--- src/include/lycan_config.svh ---
`ifndef LYCAN_CONFIG_SVH
`define LYCAN_CONFIG_SVH

// width of one FT601 bus word
`define LYCAN_DATA_W 32

// peripherals hanging off the interconnect
`define LYCAN_NUM_PERIPH 4

// address field at the top of each host word
// must cover LYCAN_NUM_PERIPH
`define LYCAN_ADDR_W 2

// default FIFO depth, power of two
`define LYCAN_FIFO_DEPTH 8

`endif
--- src/design/lycan_pkg.sv ---
`default_nettype none

`include "lycan_config.svh"

package lycan_pkg;

  // raw word as seen on the FT601 data pins
  typedef logic [`LYCAN_DATA_W-1:0] usb_word_t;

  // peripheral select field
  typedef logic [`LYCAN_ADDR_W-1:0] periph_addr_t;

  // whatever is left below the address
  typedef logic [`LYCAN_DATA_W-`LYCAN_ADDR_W-1:0] payload_t;

  // address sits in the upper bits, same size as usb_word_t
  typedef struct packed {
    periph_addr_t addr;
    payload_t     payload;
  } usb_packet_t;

  // peripheral behaviour
  typedef enum logic [0:0] {
    PERIPH_LOOPBACK,
    PERIPH_COUNTER
  } periph_kind_t;

  // FT601 controller states
  typedef enum logic [1:0] {
    FT_IDLE,
    FT_READ_OE,
    FT_READ,
    FT_WRITE
  } ft_state_t;

endpackage

`default_nettype wire

--- src/design/lycan_top.sv ---
`timescale 1ns/1ps
`default_nettype none

`include "lycan_config.svh"

module lycan_top (
  input  logic                 clk,
  input  logic                 arst_n,
  // FT601 flags, 0 means data available / space available
  input  logic                 usb_rx_empty,
  input  logic                 usb_tx_full,
  // data pins split into in, out and enable
  input  lycan_pkg::usb_word_t usb_data_in,
  output lycan_pkg::usb_word_t usb_data_out,
  output logic                 usb_data_oe,
  // FT601 strobes, active low
  output logic                 usb_rden_l,
  output logic                 usb_wren_l,
  output logic                 usb_outen_l
);

  localparam int NUM = `LYCAN_NUM_PERIPH;

  // inbound FIFO
  logic                   in_push;
  logic                   in_pop;
  logic                   in_empty;
  logic                   in_almost_full;
  lycan_pkg::usb_packet_t in_head;

  // outbound FIFO
  logic                   out_push;
  logic                   out_pop;
  logic                   out_empty;
  logic                   out_full;
  lycan_pkg::usb_word_t   out_din;

  // peripheral bus
  logic [NUM-1:0]                   req;
  lycan_pkg::payload_t              req_payload;
  logic [NUM-1:0]                   periph_full;
  lycan_pkg::usb_word_t [NUM-1:0]   rsp;
  logic [NUM-1:0]                   rsp_valid;
  logic [NUM-1:0]                   rsp_pop;

  ft601_controller ft601_ctrl (
    .clk            (clk),
    .arst_n         (arst_n),
    .usb_rx_empty   (usb_rx_empty),
    .usb_tx_full    (usb_tx_full),
    .usb_rden_l     (usb_rden_l),
    .usb_wren_l     (usb_wren_l),
    .usb_outen_l    (usb_outen_l),
    .usb_data_oe    (usb_data_oe),
    .in_push        (in_push),
    .in_almost_full (in_almost_full),
    .out_empty      (out_empty),
    .out_pop        (out_pop)
  );

  // host words, head read as a packet by the interconnect
  sync_fifo #(
    .DEPTH (`LYCAN_FIFO_DEPTH)
  ) in_fifo (
    .clk         (clk),
    .arst_n      (arst_n),
    .push        (in_push),
    .din         (usb_data_in),
    .pop         (in_pop),
    .dout        (in_head),
    .empty       (in_empty),
    .full        (),
    .almost_full (in_almost_full)
  );

  // replies, head drives the data pins directly
  sync_fifo #(
    .DEPTH (`LYCAN_FIFO_DEPTH)
  ) out_fifo (
    .clk         (clk),
    .arst_n      (arst_n),
    .push        (out_push),
    .din         (out_din),
    .pop         (out_pop),
    .dout        (usb_data_out),
    .empty       (out_empty),
    .full        (out_full),
    .almost_full ()
  );

  periph_interconnect periph_ic (
    .clk         (clk),
    .arst_n      (arst_n),
    .in_head     (in_head),
    .in_empty    (in_empty),
    .in_pop      (in_pop),
    .req         (req),
    .req_payload (req_payload),
    .periph_full (periph_full),
    .rsp         (rsp),
    .rsp_valid   (rsp_valid),
    .rsp_pop     (rsp_pop),
    .out_full    (out_full),
    .out_push    (out_push),
    .out_din     (out_din)
  );

  // peripheral 0 counts, the others echo
  for (genvar i = 0; i < NUM; i++) begin : gen_periph
    lycan_periph #(
      .ADDR (lycan_pkg::periph_addr_t'(i)),
      .KIND ((i == 0) ? lycan_pkg::PERIPH_COUNTER : lycan_pkg::PERIPH_LOOPBACK)
    ) periph (
      .clk         (clk),
      .arst_n      (arst_n),
      .req         (req[i]),
      .req_payload (req_payload),
      .rsp         (rsp[i]),
      .rsp_valid   (rsp_valid[i]),
      .rsp_pop     (rsp_pop[i]),
      .full        (periph_full[i])
    );
  end

endmodule

`default_nettype wire

--- src/design/lycan_periph.sv ---
`timescale 1ns/1ps
`default_nettype none

`include "lycan_config.svh"

module lycan_periph #(
  parameter lycan_pkg::periph_addr_t ADDR = '0,
  parameter lycan_pkg::periph_kind_t KIND = lycan_pkg::PERIPH_LOOPBACK
) (
  input  logic                 clk,
  input  logic                 arst_n,
  input  logic                 req,
  input  lycan_pkg::payload_t  req_payload,
  output lycan_pkg::usb_word_t rsp,
  output logic                 rsp_valid,
  input  logic                 rsp_pop,
  output logic                 full
);

  // reply queue kept shallow so back-pressure shows up early
  localparam int QUEUE_DEPTH = `LYCAN_FIFO_DEPTH / 2;

  lycan_pkg::usb_packet_t reply;
  logic                   queue_empty;

  // every reply carries our own address
  assign reply.addr = ADDR;

  if (KIND == lycan_pkg::PERIPH_COUNTER) begin : gen_counter
    lycan_pkg::payload_t req_count;

    // running number of requests seen, wraps at payload width
    always_ff @(posedge clk or negedge arst_n) begin
      if (!arst_n) begin
        req_count <= '0;
      end else if (req) begin
        req_count <= req_count + 1'b1;
      end
    end

    // count including the current request
    assign reply.payload = req_count + 1'b1;
  end else begin : gen_loopback
    // echo the payload back
    assign reply.payload = req_payload;
  end

  // reply lands in the queue at the end of the req cycle
  // and is visible one clk later
  sync_fifo #(
    .DEPTH (QUEUE_DEPTH)
  ) rsp_queue (
    .clk         (clk),
    .arst_n      (arst_n),
    .push        (req),
    .din         (reply),
    .pop         (rsp_pop),
    .dout        (rsp),
    .empty       (queue_empty),
    .full        (full),
    .almost_full ()
  );

  assign rsp_valid = ~queue_empty;

endmodule

`default_nettype wire

--- src/design/periph_interconnect.sv ---
`timescale 1ns/1ps
`default_nettype none

`include "lycan_config.svh"

module periph_interconnect (
  input  logic                                           clk,
  input  logic                                           arst_n,
  // head of the inbound FIFO
  input  lycan_pkg::usb_packet_t                         in_head,
  input  logic                                           in_empty,
  output logic                                           in_pop,
  // request side toward the peripherals
  output logic [`LYCAN_NUM_PERIPH-1:0]                   req,
  output lycan_pkg::payload_t                            req_payload,
  input  logic [`LYCAN_NUM_PERIPH-1:0]                   periph_full,
  // reply side from the peripherals
  input  lycan_pkg::usb_word_t [`LYCAN_NUM_PERIPH-1:0]   rsp,
  input  logic [`LYCAN_NUM_PERIPH-1:0]                   rsp_valid,
  output logic [`LYCAN_NUM_PERIPH-1:0]                   rsp_pop,
  // outbound FIFO
  input  logic                                           out_full,
  output logic                                           out_push,
  output lycan_pkg::usb_word_t                           out_din
);

  localparam int NUM = `LYCAN_NUM_PERIPH;

  lycan_pkg::periph_addr_t last_gnt;
  lycan_pkg::periph_addr_t gnt_idx;
  logic                    gnt_found;

  // decode, head word goes out only if its target has room
  // a blocked head holds up everything behind it
  always_comb begin
    req    = '0;
    in_pop = 1'b0;
    if (!in_empty && !periph_full[in_head.addr]) begin
      req[in_head.addr] = 1'b1;
      in_pop            = 1'b1;
    end
  end

  assign req_payload = in_head.payload;

  // round robin search, starting one past the last winner
  always_comb begin
    gnt_found = 1'b0;
    gnt_idx   = last_gnt;
    for (int i = 1; i <= NUM; i++) begin
      if (!gnt_found && rsp_valid[(int'(last_gnt) + i) % NUM]) begin
        gnt_found = 1'b1;
        gnt_idx   = lycan_pkg::periph_addr_t'((int'(last_gnt) + i) % NUM);
      end
    end
  end

  // full outbound FIFO stalls every grant
  assign out_push = gnt_found && !out_full;
  assign out_din  = rsp[gnt_idx];

  always_comb begin
    rsp_pop          = '0;
    rsp_pop[gnt_idx] = out_push;
  end

  // after reset the search begins at peripheral 0
  always_ff @(posedge clk or negedge arst_n) begin
    if (!arst_n) begin
      last_gnt <= lycan_pkg::periph_addr_t'(NUM - 1);
    end else if (out_push) begin
      last_gnt <= gnt_idx;
    end
  end

endmodule

`default_nettype wire

--- src/design/ft601_controller.sv ---
`timescale 1ns/1ps
`default_nettype none

module ft601_controller (
  input  logic clk,
  input  logic arst_n,
  // host side levels, both active low in meaning
  input  logic usb_rx_empty,
  input  logic usb_tx_full,
  // FT601 strobes
  output logic usb_rden_l,
  output logic usb_wren_l,
  output logic usb_outen_l,
  output logic usb_data_oe,
  // inbound FIFO
  output logic in_push,
  input  logic in_almost_full,
  // outbound FIFO
  input  logic out_empty,
  output logic out_pop
);

  lycan_pkg::ft_state_t state;
  lycan_pkg::ft_state_t state_nxt;
  logic                 wr_active;

  always_ff @(posedge clk or negedge arst_n) begin
    if (!arst_n) begin
      state <= lycan_pkg::FT_IDLE;
    end else begin
      state <= state_nxt;
    end
  end

  always_comb begin
    state_nxt = state;
    case (state)
      lycan_pkg::FT_IDLE: begin
        // pending replies win when starting from idle
        if (!out_empty) begin
          state_nxt = lycan_pkg::FT_WRITE;
        end else if (!usb_rx_empty && !in_almost_full) begin
          state_nxt = lycan_pkg::FT_READ_OE;
        end
      end
      lycan_pkg::FT_READ_OE: begin
        // one cycle of bus turnaround, host starts driving
        state_nxt = lycan_pkg::FT_READ;
      end
      lycan_pkg::FT_READ: begin
        // host ran dry or inbound side is nearly full
        if (usb_rx_empty || in_almost_full) begin
          state_nxt = lycan_pkg::FT_IDLE;
        end
      end
      lycan_pkg::FT_WRITE: begin
        // tx_full only stalls, leave once nothing is left
        if (out_empty) begin
          state_nxt = lycan_pkg::FT_IDLE;
        end
      end
      default: begin
        state_nxt = lycan_pkg::FT_IDLE;
      end
    endcase
  end

  // write strobe only while a valid word sits at the head
  assign wr_active = (state == lycan_pkg::FT_WRITE) && !out_empty;

  assign usb_rden_l  = ~(state == lycan_pkg::FT_READ);
  // outen stays low through the whole read burst
  assign usb_outen_l = ~((state == lycan_pkg::FT_READ_OE) || (state == lycan_pkg::FT_READ));
  assign usb_wren_l  = ~wr_active;
  // we own the data pins exactly while writing
  assign usb_data_oe = wr_active;

  // word taken from the host
  assign in_push = (state == lycan_pkg::FT_READ) && !usb_rx_empty;
  // word handed to the host
  assign out_pop = wr_active && !usb_tx_full;

endmodule

`default_nettype wire

--- src/design/sync_fifo.sv ---
`timescale 1ns/1ps
`default_nettype none

`include "lycan_config.svh"

module sync_fifo #(
  parameter int DEPTH = `LYCAN_FIFO_DEPTH
) (
  input  logic                clk,
  input  logic                arst_n,
  input  logic                push,
  input  lycan_pkg::usb_word_t din,
  input  logic                pop,
  output lycan_pkg::usb_word_t dout,
  output logic                empty,
  output logic                full,
  output logic                almost_full
);

  // pointers wrap naturally since DEPTH is a power of two
  localparam int PTR_W = (DEPTH > 1) ? $clog2(DEPTH) : 1;
  // count needs one extra state for "full"
  localparam int CNT_W = $clog2(DEPTH + 1);

  lycan_pkg::usb_word_t mem [DEPTH];

  logic [PTR_W-1:0] wr_ptr;
  logic [PTR_W-1:0] rd_ptr;
  logic [CNT_W-1:0] count;
  logic             do_push;
  logic             do_pop;

  // drop push on full and pop on empty
  assign do_push = push & ~full;
  assign do_pop  = pop & ~empty;

  // storage
  always_ff @(posedge clk) begin
    if (do_push) begin
      mem[wr_ptr] <= din;
    end
  end

  always_ff @(posedge clk or negedge arst_n) begin
    if (!arst_n) begin
      wr_ptr <= '0;
      rd_ptr <= '0;
      count  <= '0;
    end else begin
      if (do_push) begin
        wr_ptr <= wr_ptr + 1'b1;
      end
      if (do_pop) begin
        rd_ptr <= rd_ptr + 1'b1;
      end
      // occupancy only moves when exactly one side fires
      case ({do_push, do_pop})
        2'b10:   count <= count + 1'b1;
        2'b01:   count <= count - 1'b1;
        default: count <= count;
      endcase
    end
  end

  // show-ahead, head word always on dout
  assign dout  = mem[rd_ptr];
  assign empty = (count == '0);
  assign full  = (count == CNT_W'(DEPTH));
  // two spare slots left for reads already under way
  assign almost_full = (count >= CNT_W'(DEPTH - 2));

endmodule

`default_nettype wire

--- config.mk ---
export PLATFORM = sky130hd
export DESIGN_NAME = lycan_top
export DESIGN_NICKNAME = d
export VERILOG_FILES = /design/src/design/lycan_pkg.sv /design/src/design/lycan_top.sv /design/src/design/lycan_periph.sv /design/src/design/periph_interconnect.sv /design/src/design/ft601_controller.sv /design/src/design/sync_fifo.sv
export VERILOG_INCLUDE_DIRS = /design/src /design/src/include
export SDC_FILE = /design/constraint.sdc
export NUM_CORES = 1
export LEC_CHECK = 0
export BUFFER_PORTS_ARGS = -buffer_cell sky130_fd_sc_hd__buf_2
export CORE_ASPECT_RATIO = 0.9
export CORE_MARGIN = 2
export CORE_UTILIZATION = 30
export CTS_CLUSTER_DIAMETER = 60
export DETAILED_ROUTE_END_ITERATION = 8
export PLACE_DENSITY_LB_ADDON = 0.05
export SLEW_MARGIN = 20
export SYNTH_ARGS = -nofsm -noshare
export SYNTH_HDL_FRONTEND = slang
export SYNTH_SLANG_ARGS = --single-unit
--- constraint.sdc ---
create_clock -name clk -period 5.4 [get_ports clk]
set_clock_uncertainty 0.2 [all_clocks]
set_input_delay 0.54 -clock clk [delete_from_list [all_inputs] [get_ports clk]]
set_output_delay 0.54 -clock clk [all_outputs]
set_load 0.005 [all_outputs]
# Word level (Yosys, flattened, before mapping)

Memory sizes are Yosys's and may differ from the RTL's.
Index checks and enable logic that the tools add are counted.

Add/subtract/negate cells: 29
$lt $le $gt $ge: 9
Eq/ne operators: 24
Mux-type cells: 53
Bitwise gates (word level): 32
Reduce and logical (&&, ||, !) cells: 41

Operators with widths:

| kind                                               | count |
|---|---|
| binary-select mux 32 bit (select 2 bit)            | 1 |
| 2-to-1 mux 32 bit                                  | 1 |
| adder 30 x 1 -> 30 bit, second input constant      | 1 |
| 2-to-1 mux 1 bit                                   | 28 |
| adder 3 x 1 -> 3 bit, second input constant        | 8 |
| case mux 3 bit (2 select lines)                    | 4 |
| adder 2 x 1 -> 2 bit, second input constant        | 10 |
| == test 2 bit, second input constant               | 8 |
| < comparator 3 x 4 -> 1 bit, second input constant | 4 |
| 2-to-1 mux 2 bit                                   | 8 |
| case mux 4 bit (2 select lines)                    | 2 |
| NOT 1 bit                                          | 15 |
| == test 2 x 1 -> 1 bit, second input constant      | 7 |
| bitwise AND 1 bit                                  | 12 |
| == test 3 bit, second input constant               | 4 |
| zero test 3 bit                                    | 4 |
| nonzero test 2 bit                                 | 6 |
| subtractor 3 x 1 -> 3 bit, second input constant   | 4 |
| logical AND 1 bit                                  | 11 |
| binary-select mux 1 bit (select 2 bit)             | 5 |
| zero test 1 bit                                    | 10 |
| adder 4 x 1 -> 4 bit, second input constant        | 2 |
| == test 4 bit, second input constant               | 2 |
| zero test 4 bit                                    | 2 |
| 16 further kinds                                   | 29 |

Bits in registers: 82
Memory bits (writable): 992
Bits of input ports: 36
Word-level logic and storage cells: 215
Memories: 6

Memories:

| memory                             | depth | bits a word | read ports | clocked after memory_dff | write ports | RTL line        | source |
|---|---|---|---|---|---|---|---|
| in_fifo.mem                        | 8     | 32          | 1          | 0                        | 1           | sync_fifo.sv:25 | `lycan_pkg::usb_word_t mem [DEPTH];` |
| out_fifo.mem                       | 8     | 32          | 1          | 0                        | 1           | sync_fifo.sv:25 |  |
| gen_periph[0].periph.rsp_queue.mem | 4     | 30          | 1          | 0                        | 1           | sync_fifo.sv:25 |  |
| gen_periph[1].periph.rsp_queue.mem | 4     | 30          | 1          | 0                        | 1           | sync_fifo.sv:25 |  |
| gen_periph[2].periph.rsp_queue.mem | 4     | 30          | 1          | 0                        | 1           | sync_fifo.sv:25 |  |
| gen_periph[3].periph.rsp_queue.mem | 4     | 30          | 1          | 0                        | 1           | sync_fifo.sv:25 |  |

# Depth between registers and ports, before layout

Depth in word-level cells: 24
Depth in mapped cells: 14
Mapped depth without buffers: 12

# Modules after synthesis

A second synthesis with hierarchy kept.

Cell total of the unflattened synthesis: 2112
Area total of the unflattened synthesis: 44886.8 µm²

Modules (own cells, without submodules):

| module                                         | instances | cells each | area each (µm²) | sequential area each (µm²) |
|---|---|---|---|---|
| sync_fifo (in_fifo ...)                        | 2         | 438        | 10378.7         | 7937.6 |
| sync_fifo (gen_periph[0].periph.rsp_queue ...) | 4         | 207        | 5048.6          | 4018.9 |
| lycan_periph (gen_periph[0].periph)            | 1         | 195        | 2044.5          | 750.7 |
| periph_interconnect                            | 1         | 181        | 1645.3          | 52.6 |
| ft601_controller                               | 1         | 24         | 215.2           | 50.0 |
| lycan_periph (gen_periph[1].periph ...)        | 2         | 3          | 11.3            | 0.0 |
| lycan_periph (gen_periph[3].periph)            | 1         | 2          | 7.5             | 0.0 |

# Worst setup path before layout

No wires, ideal clock.

Path type: register to register
Start point: register ft601_ctrl.state[0]
End point: memory in_fifo.mem[1][0] (netlist name), enable pin
Setup time: 0.461 ns
Arrival: 3.639 ns
Slack: 1.099 ns
Cell stages (with the launch flop): 7
Path buffers: 0
Period minus slack after synthesis: 4.301 ns
Cell sequence: dfrtp_1 > inv_1 > ha_1 > inv_1 > a211oi_1 > nand2_1 > nor3_1

Word-level cells in the longest chain between the ends: 5

Ends and longest elaborated chain:

| what                                   | RTL line               | source |
|---|---|---|
| from (decl)                            | ft601_controller.sv:23 | `lycan_pkg::ft_state_t state;` |
| from (signal assigned)                 | ft601_controller.sv:29 | `state <= lycan_pkg::FT_IDLE;` |
| from (signal assigned)                 | ft601_controller.sv:31 | `state <= state_nxt;` |
| == test 2 bit                          | ft601_controller.sv:79 | `assign in_push = (state == lycan_pkg::FT_READ) && !usb_rx_empty;` |
| logical AND 1 bit                      | ft601_controller.sv:79 |  |
| bitwise AND 1 bit                      | sync_fifo.sv:34        | `assign do_push = push & ~full;` |
| 2-to-1 mux 1 bit                       | sync_fifo.sv:39        | `if (do_push) begin` |
| 2-to-1 mux 1 bit (not written as such) | sync_fifo.sv:40        | `mem[wr_ptr] <= din;` |
| to (decl)                              | sync_fifo.sv:25        |  |

No other way between the ends.

# Worst setup path in the final report

Start point: register in_fifo.rd_ptr[0]
End point: register gen_periph[0].periph.rsp_queue.count[2]

Word-level cells in the longest chain between the ends: 9
Elaborated cells on any way between the ends: 16
Those cells by class: 2 x order compare; 2 x eq/ne; 6 x mux; 1 x bitwise; 4 x reduce/logical; 1 x memory

Ends and longest elaborated chain:

| what                                                                            | RTL line                                             | source |
|---|---|---|
| from (decl)                                                                     | sync_fifo.sv:28                                      | `logic [PTR_W-1:0] rd_ptr;` |
| from (signal assigned)                                                          | sync_fifo.sv:54                                      | `rd_ptr <= rd_ptr + 1'b1;` |
| memory (8 x 32 bit) (*)                                                         | n/a                                                  |  |
| < comparator 2 x 3 -> 1 bit (not written as such), or another cell as far along | periph_interconnect.sv:39                            | `req[in_head.addr] = 1'b1;` |
| logical AND 1 bit (not written as such) or 2-to-1 mux 1 bit (tied branches)     | periph_interconnect.sv:39, periph_interconnect.sv:38 |  |
| 2-to-1 mux 1 bit (not written as such) or zero test 1 bit (tied branches)       | periph_interconnect.sv:39, periph_interconnect.sv:38 |  |
| demux 1 bit (select 2 bit) or logical AND 1 bit (tied branches)                 | n/a                                                  |  |
| 2-to-1 mux 4 bit (*)                                                            | periph_interconnect.sv:38                            | `if (!in_empty && !periph_full[in_head.addr]) begin` |
| bitwise AND 1 bit (*)                                                           | sync_fifo.sv:34                                      |  |
| == test 2 x 1 -> 1 bit or == test 2 bit (tied branches)                         | sync_fifo.sv:57                                      | `case ({do_push, do_pop})` |
| case mux 3 bit (2 select lines) or nonzero test 2 bit (tied branches)           | n/a                                                  |  |
| to (signal assigned)                                                            | sync_fifo.sv:58                                      | `2'b10: count <= count + 1'b1;` |
| to (signal assigned)                                                            | sync_fifo.sv:59                                      | `2'b01: count <= count - 1'b1;` |
| to (signal assigned)                                                            | sync_fifo.sv:60                                      | `default: count <= count;` |
| to (decl)                                                                       | sync_fifo.sv:29                                      | `logic [CNT_W-1:0] count;` |

Mark *: on every way between the ends. The rest lies on a longest branch, timed or not. The select of a mux whose other input is x is not followed.
A chain may end at the register's enable or synchronous reset.

==> parameters.txt <==
Parameter                              Value

Routing
  Number of vias per cell after detailed routing ... 4.685
  Wire per inst ... 25.73 um
  Violation count after the first detailed-route iteration ... 1,338
  Routed wire length ... around 110,000 um
  Via count of the routed design ... between 15k and 20k
  Number of remaining DRC errors ... 0
  Post-route ant nets ... 0
  Number of iterations in the first detailed-routing pass ... 5

STA
  Fin. Hold Viols ... 0
  Unrepaired setup endpoints after global routing ... no
  Pin slew with the least headroom to its limit ... ~1.1 ns
  Max-slew headroom ... 0.2856
  Max-slew violation count ... 0
  Setup TNS ... 0 ns
  Worst-case setup margin in the final layout ... ~1.5 ns
  Final worst path period need ... 3.911 ns
  Setup violators final ... 0
  FMAX ... 0.2557 GHz
  Crit share post-route ... 0.7243

Synthesis
  Syn Inst Count ... around 2k
  Syn nets ... 2,044
  Mean area per synthesized cell ... 21.52 um2
  Biggest area consumer among synthesized cells ... edfxtp_1
  Synth top area cells ... edfxtp_1 70%, mux4_2 13%, dfrtp_1 4.7%, mux2i_1 2.4%, mux2_2 1.8%
  Seq/Total Area, Yosys ... 0.7528
  Flip-flop and latch count after synthesis ... about 1.1k
  Distinct cells, synth ... 50
  Post-synth top flop ... edfxtp_1
  Ys async rst share ... 0.07635
  Number of flops mapped to enable cells by yosys ... 992
  Total standard cell area after synthesis ... approximately 0.042 mm2
  Yosys warning count ... 0
  Post-synth top area share ... 0.7042

Setup path
  Signal arrival time at the worst endpoint ... 4.33 ns
  Startpoint of the lowest-slack register-to-register path ... in_fifo.rd_ptr[0]
  Startpoint type of the worst setup path ... flop
  Data required time of the worst path ... 5.81 ns
  Count of cells along the worst register-to-register path ... 11
  Crit Reg-Reg Endpoint ... gen_periph[0].periph.rsp_queue.count[2]
  Type of the setup path with the least slack ... reg2reg
  Maximum fanout along the worst path ... 27
  Worst setup EP type ... flop
  R2r setup slk ... roughly 1.5 ns

Final layout
  Share of final-layout standard cells stronger than drive strength 1 ... 0.3006
  Non-filler instance count after layout ... ~4.1k
  Total number of nets in the final design ... 2,258
  Layout overhead on the synthesized area ... 17.97%
  Share of the core filled with cells in the final layout ... 0.3572

Clocking
  Reg clk slew, reported paths ... 0.06 ns
  Clock buffer count from CTS ... 135
  Clock latency at the later pin of the worst-skew pair ... 0.74 ns
  CTS sink cnt ... 1,074
  Maximum clock insertion buffer count ... 3
  Number of gates given a new drive strength after cts ... 0
  Clock tree from TritonCTS ... yes
  H-tree depth ... 4
  Cell at the root of the clock tree ... clkbuf_16

Global route
  Leftover overflow at the end of global routing ... 0
  Wire length of the first global-routing pass ... 154,200 um
  Number of antenna violations at the first check in global routing ... 11
  Maximum number of pins on one net before global-route repair ... 61
  Vias in the first global route ... ~21k
  Total global routing track utilization ... 0.1507

Floorplan
  Height of the die ... around 360 um
  Floorplan Core Area ... 0.1397 mm2
  Core Rows ... 130
  Area of the die ... 0.1440 mm2
  Width of the die ... 399.8 um
  Initial Utilization ... 0.3028
  Number of placed I/O pins ... 72

Placement
  Inst Count DP ... 3,857
  Placer's final routability congestion estimate ... 0.6964
  Post-DP HPWL ... 64,360 um
  Pre-CTS setup slack ... between 1 and 1.5 ns
  IO Port Bufs ... 71

Power and ir drop
  Power density over the cells ... 689.7 mW/mm2
  Worst-case vdd ir drop ... between 0.3 and 0.4 mV
  Leakage ... 0.01647 uW

Hold path
  Worst hold-check path type ... in2reg
  Hold EP ... out_fifo.rd_ptr[0]
  Worst Min Path Start ... usb_tx_full
  Hold Crit Depth ... 4

Run status
  Outcome ... completed

Job
  Number of maximum-capacitance violations ... 0
-- timing repair --
action | CTS | global route
endpoints found under the hold margin | 293 | 0
setup buffers | 0 | 0
hold buffers | 34 | 0
-- metal layers --
metal,vias to the layer above,global-route usage,part of all wire
li1,8450,-,-
met1,10483,0.2142,0.47
met2,326,0.2355,0.47
met3,126,0.03057,0.039
met4,2,0.03929,0.018
met5,-,0,0.00012
-- worst max-delay path: stages, from the launching register on --
cell and delay, ns:
dfrtp_4 0.77, mux4_2 0.62, mux2i_4 0.17, nand2_2 0.09
and3b_1 0.53, inv_1 0.40, ha_1 0.35, inv_1 0.09
fa_1 0.18, xor2_1 0.17, nor2_1 0.07, xor2_1 0.14
-- sequential cells by signal, indices dropped and copies added (netlist names) --
name / cells
ft601_ctrl.state: 2
out_fifo.wr_ptr: 3
in_fifo.wr_ptr: 3
gen_periph.periph.rsp_queue.rd_ptr: 8
out_fifo.mem: 256
gen_periph.periph.gen_counter.req_count: 30
periph_ic.last_gnt: 2
gen_periph.periph.rsp_queue.count: 12
in_fifo.count: 4
out_fifo.count: 4
gen_periph.periph.rsp_queue.wr_ptr: 8
in_fifo.mem: 256
out_fifo.rd_ptr: 3
gen_periph.periph.rsp_queue.mem: 480
in_fifo.rd_ptr: 3
-- worst max-delay path by stage --
stage | start | endpoint | slack (ns)
after floorplan | ft601_ctrl.state[0] | in_fifo.mem[1][0] | 1.10
after global placement | in_fifo.rd_ptr[0] | gen_periph[0].periph.rsp_queue.count[2] | 1.32
after detailed placement | in_fifo.rd_ptr[0] | gen_periph[0].periph.rsp_queue.count[2] | 1.31
after CTS | in_fifo.rd_ptr[0] | gen_periph[0].periph.rsp_queue.count[2] | 1.29
after global routing | in_fifo.rd_ptr[0] | gen_periph[0].periph.rsp_queue.count[2] | 1.13
final | in_fifo.rd_ptr[0] | gen_periph[0].periph.rsp_queue.count[2] | 1.49
-- synth_stat cells, types with 4 or more instances --
cell type,instances
buf_2,19
ha_1,36
mux4_2,246
dfrtp_1,80
nor2_1,36
fa_1,6
and2_1,18
o21ai_0,12
mux2i_1,100
nor3_1,13
nand2b_1,12
xnor2_1,54
and3_1,9
inv_1,40
edfxtp_1,992
clkbuf_1,50
nand3_1,24
or3_1,4
xor2_1,43
nand2_1,47
mux2_2,69
nand4_1,6
buf_4,8
-- power by group --
group / internal (uW) / switching (uW)
Clock: 5390 / 3470
Combinational: 4260 / 6940
Sequential: 13200 / 1120
-- metrics by stage --
stage          cell area [um2]  total power [uW]  hold slack [ns]
6_report                 49910             34420          0.09806
5_1_grt                  49900             36430          0.08703
4_1_cts                  49900             35240          0.05120
3_5_place_dp             45160             26200           0.2647
3_3_place_gp             45160             25990           0.2589
2_1_floorplan            42300             21220          0.04441
-- area by class of cell --
cell class	count	area, um2
diodes	1	2.502
repair buffers	160	1124
clock inverters	74	728.2
fillers	12884	89820
inverters	40	150.1
multi-input cells	769	10060
flip-flops and latches	1074	31860
clock buffers	172	3666
well taps	1848	2312
-- logic make-up after synthesis --
kind of cell / after synthesis / share of synthesized area
AO/OA/AOI/OAI: 27 / 0.004259
multiplexers: 416 / 0.1735
AND/OR/NAND/NOR: 187 / 0.02313
adder cells (fa/ha/maj): 42 / 0.01349
flip-flops: 1074 / 0.7528
XOR/XNOR: 97 / 0.02008
buffers and inverters: 123 / 0.01275
-- cell usage in the layout, fill, tap and decap left out, types with 40 or more instances in the layout --
cell       count
buf_2         70
buf_4         55
clkbuf_16    142
dfrtp_1       70
edfxtp_1     992
inv_1         40
mux2_2        69
mux2i_1       98
mux4_2       246
nand2_1       46
xnor2_1       54
xor2_1        43
Power figures use the tool's default switching activity.
